`config.mk`:
```
export PLATFORM = sky130hd
export DESIGN_NAME = vid_top
export DESIGN_NICKNAME = d
export VERILOG_FILES = /design/src/common/vid_pkg.sv /design/src/char_layer/char_layer.sv /design/src/design/color_mix.sv /design/src/design/vid_timer.sv /design/src/design/vid_top.sv /design/src/host_bus/host_bus.sv /design/src/rom_ctrl/rom_arbiter.sv /design/src/rom_ctrl/rom_slot.sv
export VERILOG_INCLUDE_DIRS = /design/src /design/src/common
export SDC_FILE = /design/constraint.sdc
export NUM_CORES = 1
export LEC_CHECK = 0
export BUFFER_PORTS_ARGS = -buffer_cell sky130_fd_sc_hd__buf_2
export CAP_MARGIN = 20
export CORE_ASPECT_RATIO = 0.7
export CORE_UTILIZATION = 60
export CTS_BUF_LIST = sky130_fd_sc_hd__clkbuf_16
export DETAILED_ROUTE_END_ITERATION = 10
export PLACE_DENSITY_LB_ADDON = 0.25
export SLEW_MARGIN = 20
export SYNTH_ARGS = -nofsm -noshare
export SYNTH_HDL_FRONTEND = slang
export SYNTH_HIERARCHICAL = 1
export SYNTH_SLANG_ARGS = --single-unit
```
`constraint.sdc`:
```
create_clock -name clk -period 4.3 [get_ports clk]
set_input_delay 0.645 -clock clk [delete_from_list [all_inputs] [get_ports clk]]
set_output_delay 0.645 -clock clk [all_outputs]
set_load 0.005 [all_outputs]
```
`src/common/vid_defs.svh`:
```
`ifndef VID_DEFS_SVH
`define VID_DEFS_SVH

// Raster, shrunk for short simulations
`define VID_HTOTAL    64
`define VID_HVIS      48
`define VID_VTOTAL    32
`define VID_VVIS      24
`define VID_HS_START  52
`define VID_HS_END    58
`define VID_VS_START  26
`define VID_VS_END    28

// Tile map, 8x8 pixel tiles
`define VID_MAP_COLS  8
`define VID_MAP_ROWS  4

`define ROM_AW        22
`define ROM_CHAR_BASE 22'h0C000   // Word address of char graphics

// Host address decode
`define HB_CHAR_LO    12'h000
`define HB_CHAR_HI    12'h01F
`define HB_PAL_LO     12'h040
`define HB_PAL_HI     12'h04F
`define HB_ROM_LO     12'h800    // Up to 12'hFFF

`endif

```
`src/common/vid_pkg.sv`:
```
`default_nettype none

package vid_pkg;

    // Wishbone classic request from the host
    typedef struct packed {
        logic        cyc;
        logic        stb;
        logic        we;
        logic [11:0] adr;   // Word address
        logic [15:0] dat;
    } wb_req_t;

    typedef struct packed {
        logic        ack;
        logic [15:0] dat;
    } wb_rsp_t;

    typedef logic [15:0] rom_word_t;

    // One 8-pixel tile row, plane1 in the upper byte of the ROM word
    typedef struct packed {
        logic [7:0] plane1;
        logic [7:0] plane0;
    } char_row_t;

    typedef struct packed {
        logic [1:0] attr;   // Palette bank
        logic [1:0] colour;
        logic       valid;
    } pix_t;

    typedef struct packed {
        logic [3:0] r;
        logic [3:0] g;
        logic [3:0] b;
    } rgb_t;

endpackage

`default_nettype wire

```
`src/char_layer/char_layer.sv`:
```
`timescale 1ns/1ps
`default_nettype none

`include "vid_defs.svh"

module char_layer (
    input  wire                    clk,
    input  wire                    arst_n,
    input  wire [8:0]              h,
    input  wire [8:0]              v,
    output logic [4:0]             map_idx,
    input  wire [7:0]              map_code,
    output logic                   gfx_req,
    output logic [`ROM_AW-1:0]     gfx_addr,
    input  wire                    gfx_ready,
    input  wire vid_pkg::char_row_t gfx_row,
    output vid_pkg::pix_t          pix
);

    logic [9:0] hx_map;     // Pixel whose tile code is read now
    logic [9:0] hx_row;     // Pixel whose row is requested now
    logic [8:0] v_nxt;
    logic [8:0] v_map;
    logic [8:0] v_row;
    logic [1:0] nxt_attr;
    logic [1:0] cur_attr;
    logic [7:0] sh1;
    logic [7:0] sh0;
    logic       row_ok;

    assign hx_map = {1'b0, h} + 10'd9;
    assign hx_row = {1'b0, h} + 10'd8;
    assign v_nxt  = (v == 9'(`VID_VTOTAL - 1)) ? 9'd0 : v + 9'd1;
    assign v_map  = (hx_map >= 10'(`VID_HTOTAL)) ? v_nxt : v;   // Wraps into next line
    assign v_row  = (hx_row >= 10'(`VID_HTOTAL)) ? v_nxt : v;

    // Code arrives one clk later, on the tile boundary
    assign map_idx = 5'(v_map[4:3] * `VID_MAP_COLS + hx_map[5:3]);

    assign gfx_req  = (h[2:0] == 3'd0);
    assign gfx_addr = `ROM_CHAR_BASE + `ROM_AW'({map_code[5:0], v_row[2:0]});

    always_ff @(posedge clk) begin
        if (h[2:0] == 3'd0) begin
            nxt_attr <= map_code[7:6];
        end
        if (h[2:0] == 3'd7) begin
            sh1      <= gfx_row.plane1;
            sh0      <= gfx_row.plane0;
            cur_attr <= nxt_attr;
        end else begin
            sh1 <= {sh1[6:0], 1'b0};
            sh0 <= {sh0[6:0], 1'b0};
        end
    end

    // Row missing at the boundary shows as an invalid tile
    always_ff @(posedge clk or negedge arst_n) begin
        if (!arst_n) begin
            row_ok <= 1'b0;
        end else if (h[2:0] == 3'd7) begin
            row_ok <= gfx_ready;
        end
    end

    assign pix = '{attr: cur_attr, colour: {sh1[7], sh0[7]}, valid: row_ok};

endmodule

`default_nettype wire

```
`src/design/color_mix.sv`:
```
`timescale 1ns/1ps
`default_nettype none

module color_mix (
    input  wire                clk,
    input  wire                arst_n,
    input  wire vid_pkg::pix_t pix,
    input  wire                lhbl,
    input  wire                lvbl,
    input  wire                pal_we,
    input  wire [3:0]          pal_addr,
    input  wire vid_pkg::rgb_t pal_data,
    output vid_pkg::rgb_t      rgb,
    output logic               lhbl_dly,
    output logic               lvbl_dly
);

    vid_pkg::rgb_t pal [16];   // Indexed by {attr, colour}
    logic          show;

    always_ff @(posedge clk) begin
        if (pal_we) begin
            pal[pal_addr] <= pal_data;
        end
    end

    assign show = lhbl && lvbl && pix.valid;

    always_ff @(posedge clk or negedge arst_n) begin
        if (!arst_n) begin
            rgb      <= '0;
            lhbl_dly <= 1'b0;
            lvbl_dly <= 1'b0;
        end else begin
            rgb      <= show ? pal[{pix.attr, pix.colour}] : '0;   // Black in blanking
            lhbl_dly <= lhbl;
            lvbl_dly <= lvbl;
        end
    end

endmodule

`default_nettype wire

```
`src/design/vid_timer.sv`:
```
`timescale 1ns/1ps
`default_nettype none

`include "vid_defs.svh"

module vid_timer (
    input  wire        clk,
    input  wire        arst_n,
    output logic [8:0] h,
    output logic [8:0] v,
    output logic       lhbl,
    output logic       lvbl,
    output logic       hs,
    output logic       vs
);

    logic h_last;
    logic v_last;

    assign h_last = (h == 9'(`VID_HTOTAL - 1));
    assign v_last = (v == 9'(`VID_VTOTAL - 1));

    always_ff @(posedge clk or negedge arst_n) begin
        if (!arst_n) begin
            h <= 9'd0;
            v <= 9'd0;
        end else begin
            h <= h_last ? 9'd0 : h + 9'd1;
            if (h_last) begin
                v <= v_last ? 9'd0 : v + 9'd1;
            end
        end
    end

    // Blanking follows the counters directly
    assign lhbl = (h < 9'(`VID_HVIS));
    assign lvbl = (v < 9'(`VID_VVIS));

    // Syncs one clk late, in step with the delayed blanking at the mixer
    always_ff @(posedge clk or negedge arst_n) begin
        if (!arst_n) begin
            hs <= 1'b0;
            vs <= 1'b0;
        end else begin
            hs <= (h >= 9'(`VID_HS_START)) && (h < 9'(`VID_HS_END));
            vs <= (v >= 9'(`VID_VS_START)) && (v < 9'(`VID_VS_END));
        end
    end

    a_h_range: assert property (@(posedge clk) disable iff (!arst_n)
        h < 9'(`VID_HTOTAL));

endmodule

`default_nettype wire

```
`src/design/vid_top.sv`:
```
`timescale 1ns/1ps
`default_nettype none

`include "vid_defs.svh"

module vid_top (
    input  wire                     clk,
    input  wire                     arst_n,
    input  wire vid_pkg::wb_req_t   wb_req,
    output vid_pkg::wb_rsp_t        wb_rsp,
    output logic                    rom_req,
    output logic [`ROM_AW-1:0]      rom_addr,
    input  wire                     rom_valid,
    input  wire vid_pkg::rom_word_t rom_data,
    output vid_pkg::rgb_t           rgb,
    output logic                    lhbl,
    output logic                    lvbl,
    output logic                    hs,
    output logic                    vs
);

    logic [8:0]         h;
    logic [8:0]         v;
    logic               lhbl_raw;
    logic               lvbl_raw;
    logic [4:0]         map_idx;
    logic [7:0]         map_code;
    logic               pal_we;
    logic [3:0]         pal_addr;
    vid_pkg::rgb_t      pal_data;
    logic               rom_rd_req;
    logic [10:0]        rom_rd_addr;
    logic               host_ready;
    vid_pkg::rom_word_t host_word;
    logic               gfx_req;
    logic [`ROM_AW-1:0] gfx_addr;
    logic               gfx_ready;
    vid_pkg::char_row_t gfx_row;
    logic               char_req;
    logic [`ROM_AW-1:0] char_addr;
    logic               host_req;
    logic [`ROM_AW-1:0] host_addr;
    logic               char_done;
    logic               host_done;
    vid_pkg::rom_word_t arb_word;
    vid_pkg::pix_t      pix;

    // Syncs come out of the timer already registered
    vid_timer u_timer (
        .clk(clk), .arst_n(arst_n), .h(h), .v(v),
        .lhbl(lhbl_raw), .lvbl(lvbl_raw), .hs(hs), .vs(vs)
    );

    host_bus u_host (
        .clk(clk), .arst_n(arst_n), .wb_req(wb_req), .wb_rsp(wb_rsp),
        .map_idx(map_idx), .map_code(map_code),
        .pal_we(pal_we), .pal_addr(pal_addr), .pal_data(pal_data),
        .rom_rd_req(rom_rd_req), .rom_rd_addr(rom_rd_addr),
        .rom_rd_done(host_ready), .rom_rd_data(host_word)
    );

    rom_slot #(.data_t(vid_pkg::rom_word_t)) u_host_slot (
        .clk(clk), .arst_n(arst_n),
        .req_in(rom_rd_req), .addr_in({{(`ROM_AW - 11){1'b0}}, rom_rd_addr}),
        .req(host_req), .addr(host_addr), .done_in(host_done), .word(arb_word),
        .ready(host_ready), .data(host_word)
    );

    rom_slot #(.data_t(vid_pkg::char_row_t)) u_char_slot (
        .clk(clk), .arst_n(arst_n), .req_in(gfx_req), .addr_in(gfx_addr),
        .req(char_req), .addr(char_addr), .done_in(char_done), .word(arb_word),
        .ready(gfx_ready), .data(gfx_row)
    );

    rom_arbiter u_arb (
        .clk(clk), .arst_n(arst_n),
        .char_req(char_req), .char_addr(char_addr),
        .host_req(host_req), .host_addr(host_addr),
        .char_done(char_done), .host_done(host_done), .word(arb_word),
        .rom_req(rom_req), .rom_addr(rom_addr), .rom_valid(rom_valid), .rom_data(rom_data)
    );

    char_layer u_char (
        .clk(clk), .arst_n(arst_n), .h(h), .v(v),
        .map_idx(map_idx), .map_code(map_code), .gfx_req(gfx_req), .gfx_addr(gfx_addr),
        .gfx_ready(gfx_ready), .gfx_row(gfx_row), .pix(pix)
    );

    color_mix u_mix (
        .clk(clk), .arst_n(arst_n), .pix(pix), .lhbl(lhbl_raw), .lvbl(lvbl_raw),
        .pal_we(pal_we), .pal_addr(pal_addr), .pal_data(pal_data),
        .rgb(rgb), .lhbl_dly(lhbl), .lvbl_dly(lvbl)
    );

endmodule

`default_nettype wire

```
`src/host_bus/host_bus.sv`:
```
`timescale 1ns/1ps
`default_nettype none

`include "vid_defs.svh"

module host_bus (
    input  wire                clk,
    input  wire                arst_n,
    input  wire vid_pkg::wb_req_t wb_req,
    output vid_pkg::wb_rsp_t   wb_rsp,
    input  wire [4:0]          map_idx,
    output logic [7:0]         map_code,
    output logic               pal_we,
    output logic [3:0]         pal_addr,
    output vid_pkg::rgb_t      pal_data,
    output logic               rom_rd_req,
    output logic [10:0]        rom_rd_addr,
    input  wire                rom_rd_done,
    input  wire vid_pkg::rom_word_t rom_rd_data
);

    logic [7:0]  char_ram [`VID_MAP_COLS * `VID_MAP_ROWS];
    logic        ack;
    logic        busy;      // ROM read in flight
    logic [15:0] rdat;
    logic        start;
    logic [11:0] char_off;
    logic [11:0] pal_off;
    logic        in_char;
    logic        in_pal;
    logic        in_rom;

    assign char_off = wb_req.adr - `HB_CHAR_LO;
    assign pal_off  = wb_req.adr - `HB_PAL_LO;
    assign in_char  = (char_off <= (`HB_CHAR_HI - `HB_CHAR_LO));
    assign in_pal   = (pal_off <= (`HB_PAL_HI - `HB_PAL_LO));
    assign in_rom   = (wb_req.adr >= `HB_ROM_LO);

    // New cycle, not while acking or waiting on the ROM
    assign start = wb_req.cyc && wb_req.stb && !ack && !busy;

    assign rom_rd_req  = start && in_rom && !wb_req.we;
    assign rom_rd_addr = 11'(wb_req.adr - `HB_ROM_LO);

    always_ff @(posedge clk or negedge arst_n) begin
        if (!arst_n) begin
            ack    <= 1'b0;
            busy   <= 1'b0;
            pal_we <= 1'b0;
        end else begin
            ack    <= 1'b0;
            pal_we <= 1'b0;
            if (rom_rd_req) begin
                busy <= 1'b1;
            end else if (start) begin
                ack    <= 1'b1;   // RAM, palette, ROM writes and holes
                pal_we <= wb_req.we && in_pal;
            end else if (busy && rom_rd_done) begin
                busy <= 1'b0;
                ack  <= 1'b1;
            end
        end
    end

    always_ff @(posedge clk) begin
        if (start && wb_req.we && in_char) begin
            char_ram[char_off[4:0]] <= wb_req.dat[7:0];
        end
        if (start) begin
            rdat     <= (in_char && !wb_req.we) ? {8'h00, char_ram[char_off[4:0]]} : 16'h0000;
            pal_addr <= pal_off[3:0];
            pal_data <= vid_pkg::rgb_t'(wb_req.dat[11:0]);
        end else if (busy && rom_rd_done) begin
            rdat <= rom_rd_data;
        end
        map_code <= char_ram[map_idx];   // Tile layer port
    end

    assign wb_rsp = '{ack: ack, dat: rdat};

    a_ack_in_cycle: assert property (@(posedge clk) disable iff (!arst_n)
        wb_rsp.ack |-> wb_req.cyc && wb_req.stb);
    a_ack_single: assert property (@(posedge clk) disable iff (!arst_n)
        wb_rsp.ack |=> !wb_rsp.ack);

endmodule

`default_nettype wire

```
`src/rom_ctrl/rom_arbiter.sv`:
```
`timescale 1ns/1ps
`default_nettype none

`include "vid_defs.svh"

module rom_arbiter (
    input  wire                     clk,
    input  wire                     arst_n,
    input  wire                     char_req,
    input  wire [`ROM_AW-1:0]       char_addr,
    input  wire                     host_req,
    input  wire [`ROM_AW-1:0]       host_addr,
    output logic                    char_done,
    output logic                    host_done,
    output vid_pkg::rom_word_t      word,
    output logic                    rom_req,
    output logic [`ROM_AW-1:0]      rom_addr,
    input  wire                     rom_valid,
    input  wire vid_pkg::rom_word_t rom_data
);

    typedef enum logic {
        ST_IDLE,
        ST_BUSY
    } state_t;

    state_t state;
    logic   gnt_char;   // Owner of the current transaction

    always_ff @(posedge clk or negedge arst_n) begin
        if (!arst_n) begin
            state    <= ST_IDLE;
            gnt_char <= 1'b0;
        end else begin
            case (state)
                ST_IDLE: begin
                    if (char_req || host_req) begin
                        state    <= ST_BUSY;
                        gnt_char <= char_req;   // Char layer wins ties
                    end
                end
                ST_BUSY: begin
                    if (rom_valid) begin
                        state <= ST_IDLE;
                    end
                end
                default: state <= ST_IDLE;
            endcase
        end
    end

    always_ff @(posedge clk) begin
        if (state == ST_IDLE) begin
            rom_addr <= char_req ? char_addr : host_addr;
        end
    end

    assign rom_req   = (state == ST_BUSY);
    assign char_done = rom_req && rom_valid && gnt_char;
    assign host_done = rom_req && rom_valid && !gnt_char;
    assign word      = rom_data;   // Slots register it themselves

    a_one_done: assert property (@(posedge clk) disable iff (!arst_n)
        !(char_done && host_done));

endmodule

`default_nettype wire

```
`src/rom_ctrl/rom_slot.sv`:
```
`timescale 1ns/1ps
`default_nettype none

`include "vid_defs.svh"

module rom_slot #(
    parameter type data_t = vid_pkg::rom_word_t
) (
    input  wire                   clk,
    input  wire                   arst_n,
    input  wire                   req_in,
    input  wire [`ROM_AW-1:0]     addr_in,
    output logic                  req,
    output logic [`ROM_AW-1:0]    addr,
    input  wire                   done_in,
    input  wire vid_pkg::rom_word_t word,
    output logic                  ready,
    output data_t                 data
);

    logic               pending;
    logic [`ROM_AW-1:0] addr_q;

    // A fresh request reaches the arbiter in the same cycle
    assign req  = req_in || pending;
    assign addr = req_in ? addr_in : addr_q;

    always_ff @(posedge clk or negedge arst_n) begin
        if (!arst_n) begin
            pending <= 1'b0;
            ready   <= 1'b0;
        end else if (req_in) begin
            pending <= 1'b1;
            ready   <= 1'b0;   // Old data is stale now
        end else if (done_in) begin
            pending <= 1'b0;
            ready   <= 1'b1;
        end
    end

    always_ff @(posedge clk) begin
        if (req_in) begin
            addr_q <= addr_in;
        end
        if (done_in) begin
            data <= data_t'(word);
        end
    end

endmodule

`default_nettype wire

```
==> metrics.json <==
{
  "setup_tns": {"value": 0, "unit": "ns"},
  "cts_repair_resize_count": {"value": 0},
  "routed_wirelength": {"value": 63800, "unit": "µm"},
  "grt_setup_unrepaired": {"value": "false"},
  "die_x": {"value": 258, "unit": "µm"},
  "sequential_cell_area": {"value": 0.0186, "unit": "mm²"},
  "path_class": {"value": "flop to flop"},
  "gp_routability_congestion": {"value": 1.01},
  "grt_max_degree": {"value": 65},
  "mappedNetlistArea": {"value": 0.0275, "unit": "mm²"},
  "floorplan.initialDensity": {"value": 61.0, "unit": "%"},
  "power_density": {"value": 428, "unit": "mW/mm²"},
  "hold_viol": {"value": 0},
  "reg2reg_depth": {"value": 9},
  "worst_ep_required_time": {"value": 4.62, "unit": "ns"},
  "relSlewSlack": {"value": 24.6, "unit": "%"},
  "finish.utilization": {"value": 67.0, "unit": "%"},
  "ff2ff_setup_slack": {"value": 0.97, "unit": "ns"},
  "regToRegStartpoint": {"value": "u_host/busy"},
  "design_area": {"value": 0.0303, "unit": "mm²"},
  "placedInstanceArea": {"value": 0.0285, "unit": "mm²"},
  "status": {"value": "completed"},
  "first_pass_grt_wire_length": {"value": 93500, "unit": "µm"},
  "total_routed_wire_length_on_the_met1_layer": {"value": 27300, "unit": "µm"},
  "detailedRoute.firstPassIterationCount": {"value": 5},
  "startpoint": {"value": "u_host/busy"},
  "final_number_of_max_transition_violations": {"value": 0},
  "asyncSetResetFlopFracSynth": {"value": 6.77, "unit": "%"},
  "worst-endpoint-arrival": {"value": 3.65, "unit": "ns"},
  "synth_edf_count": {"value": 538},
  "post_synth_num_cell_types": {"value": 78},
  "drcViolationCount": {"value": 0},
  "clock_tree.htree_level_count": {"value": 2},
  "combined_area_of_the_multi_input_logic_cells": {"value": 0.00806, "unit": "mm²"},
  "max-clock-path-buffers": {"value": 3},
  "cts_tree": {"value": "done"},
  "critPathCaptureType": {"value": "flop"},
  "dr_wl_met2": {"value": 27400, "unit": "µm"},
  "reg2reg_to": {"value": "u_host/rdat[0]"},
  "final.hold.worst_slack": {"value": 0.0216, "unit": "ns"},
  "cts-buffers-inserted": {"value": 57},
  "leakage": {"value": 10.9, "unit": "nW"},
  "nNetsFinal": {"value": 1663},
  "clockRootBuffer": {"value": "sky130_fd_sc_hd__clkbuf_16"},
  "drtAntennaViolNets": {"value": 0},
  "via_per_inst": {"value": 6.54},
  "gr-total-overflow": {"value": 0},
  "port_buffers": {"value": 101},
  "die_boundary_height": {"value": 181, "unit": "µm"},
  "postSynthRegisterBits": {"value": 650},
  "post_synth.cell_area_avg": {"value": 18.5, "unit": "µm²"},
  "top_layer": {"value": "met4"},
  "crit_fanout": {"value": 26},
  "detailroute.via_count": {"value": 14810},
  "maxClockFrequency": {"value": 301, "unit": "MHz"},
  "setup-violations-final": {"value": 0},
  "number_of_antenna_violations_at_the_first_check_in_global_routing": {"value": 7},
  "num_rows": {"value": 65},
  "seq_area_frac_synth": {"value": 67.6, "unit": "%"},
  "hpwlAfterDp": {"value": 41400, "unit": "µm"},
  "holdCritPathClass": {"value": "input port to asynchronous set/reset pin"},
  "io-pin-count": {"value": 106},
  "layout_commonest_cell": {"value": "sky130_fd_sc_hd__edfxtp_1"},
  "postCtsHoldBufs": {"value": 0},
  "drv_cap": {"value": 0},
  "grt_use_total": {"value": 27.6, "unit": "%"},
  "fin_skew": {"value": 0.0221, "unit": "ns"},
  "flow.area_growth_from_synthesis": {"value": 9.93, "unit": "%"},
  "period_needed": {"value": 3.33, "unit": "ns"},
  "clk_pin_slew": {"value": 0.07, "unit": "ns"},
  "timing.final.crit_share": {"value": 77.3, "unit": "%"},
  "kind_of_start_point_of_the_critical_path": {"value": "flop"},
  "most-common-layout-cells": {"value": "538 x sky130_fd_sc_hd__edfxtp_1, 126 x sky130_fd_sc_hd__mux4_2, 99 x sky130_fd_sc_hd__buf_2"},
  "peakVddDrop": {"value": 0.332, "unit": "mV"},
  "dr.first_iter.drc_count": {"value": 2123},
  "met3WireLength": {"value": 7620, "unit": "µm"},
  "post-cts-setup-buffer-count": {"value": 0},
  "floorplan.die_area": {"value": 0.0468, "unit": "mm²"},
  "synth_warnings": {"value": 6},
  "grt_pass1_vias": {"value": 14539},
  "dominantRegCellSynth": {"value": "sky130_fd_sc_hd__edfxtp_1"},
  "clock_insertion_delay_worst_skew": {"value": 0.61, "unit": "ns"},
  "synth_instances": {"value": 1490},
  "tritoncts_num_sinks": {"value": 650},
  "n_fill_cell": {"value": 2964},
  "worst-slew-pin-transition": {"value": 1.13, "unit": "ns"},
  "core-area": {"value": 0.0451, "unit": "mm²"},
  "avgRoutedWirePerCell": {"value": 28.2, "unit": "µm"},
  "layout-drive-gt1-share": {"value": 29.4, "unit": "%"}
}
-- registers in the layout, summed over array words and instances, names as in the netlist, 2 cells and up --
name and flops:
u_host_slot/addr_q 22, u_char/sh0 8, u_char/cur_attr 2, u_host/char_ram 256
u_char/sh1 8, u_host/rdat 16, u_host_slot/data 16, u_char_slot/addr_q 22
u_host/map_code 8, u_mix/rgb 12, u_char_slot/data 16, u_timer/h 9
u_host/pal_addr 4, u_char/nxt_attr 2, u_arb/rom_addr 22, u_timer/v 9
u_host/pal_data 12, u_mix/pal 192
-- synthesized netlist by cell type, types with 18 or more instances --
library cell               count  share of area (%)
sky130_fd_sc_hd__edfxtp_1    538                 59
sky130_fd_sc_hd__mux4_2      126                 10
sky130_fd_sc_hd__mux2i_1      91                3.3
sky130_fd_sc_hd__nor2_1       70               0.95
sky130_fd_sc_hd__dfxtp_1      68                4.9
sky130_fd_sc_hd__buf_4        67                1.8
sky130_fd_sc_hd__mux2_4       52                2.8
sky130_fd_sc_hd__dfrtp_1      44                4.0
sky130_fd_sc_hd__mux2_2       32                1.3
sky130_fd_sc_hd__nand2_1      30               0.41
sky130_fd_sc_hd__o22ai_1      26               0.59
sky130_fd_sc_hd__mux4_1       23                2.2
sky130_fd_sc_hd__clkbuf_1     20               0.27
sky130_fd_sc_hd__a22oi_1      19               0.52
sky130_fd_sc_hd__buf_2        18               0.33
sky130_fd_sc_hd__nor2b_1      18               0.41
-- through the flow --
stage | power (mW) | cells | setup WS [ns]
4_1_cts | 13.0 | 2259 | 1.06
6_report | 12.9 | 2263 | 0.975
5_1_grt | 13.4 | 2261 | 0.897
2_1_floorplan | 7.99 | 1511 | 1.54
3_5_place_dp | 8.33 | 2152 | 0.992
3_3_place_gp | 8.29 | 2152 | 1.01
-- final cells by class --
class,instances,share of cell area [%]
Clock inverter,48,0.844
Multi-Input combinational cell,724,26.6
Timing Repair Buffer,166,3.47
Inverter,9,0.112
Tap cell,603,2.49
Clock buffer,59,4.88
Sequential cell,650,61.5
Antenna cell,4,0.0331
-- cell families (layout without fill, tap and decap cells) --
family | Yosys count | after routing | synth area share, %
adder cells (fa/ha/maj) | 5 | 5 | 0.227
AND/OR/NAND/NOR | 224 | 224 | 4.31
XOR/XNOR | 17 | 17 | 0.541
multiplexers | 338 | 338 | 20.5
other | 3 | 28 | 0.0409
AO/OA/AOI/OAI | 116 | 116 | 3.08
buffers and inverters | 137 | 282 | 3.63
flip-flops | 650 | 650 | 67.6
-- worst max path at each step --
stage,endpoint,cells past startpoint
after floorplan,u_host/map_code[0],9
after global placement,u_host/rdat[4],4
after detailed placement,u_host/rdat[6],6
after CTS,u_host/rdat[0],9
after global routing,u_host/map_code[7],9
final,u_host/rdat[0],9
-- routing by layer --
layer | up-vias | track usage [%]
met5 | - | 0
met4 | 0 | 7.15
met3 | 124 | 6.64
met2 | 879 | 38.7
met1 | 7632 | 43.7
li1 | 6175 | -
-- worst max-delay path: stages (launching register included) --
cell,delay (ns)
sky130_fd_sc_hd__dfrtp_1,0.40
sky130_fd_sc_hd__nor2_1,0.25
sky130_fd_sc_hd__nand3_1,0.12
sky130_fd_sc_hd__buf_4,0.22
sky130_fd_sc_hd__inv_1,0.11
sky130_fd_sc_hd__buf_4,0.38
sky130_fd_sc_hd__nand4_1,0.54
sky130_fd_sc_hd__a21oi_1,0.34
sky130_fd_sc_hd__nand4_1,0.12
sky130_fd_sc_hd__o31ai_1,0.55
-- power breakdown --
part / internal, mW / switching (mW) / leakage, nW
Sequential: 7.13 / 0.142 / 6.01
Combinational: 0.431 / 0.495 / 3.96
Clock: 2.54 / 2.21 / 0.941
No activity file was read; power rests on OpenSTA's default activity.
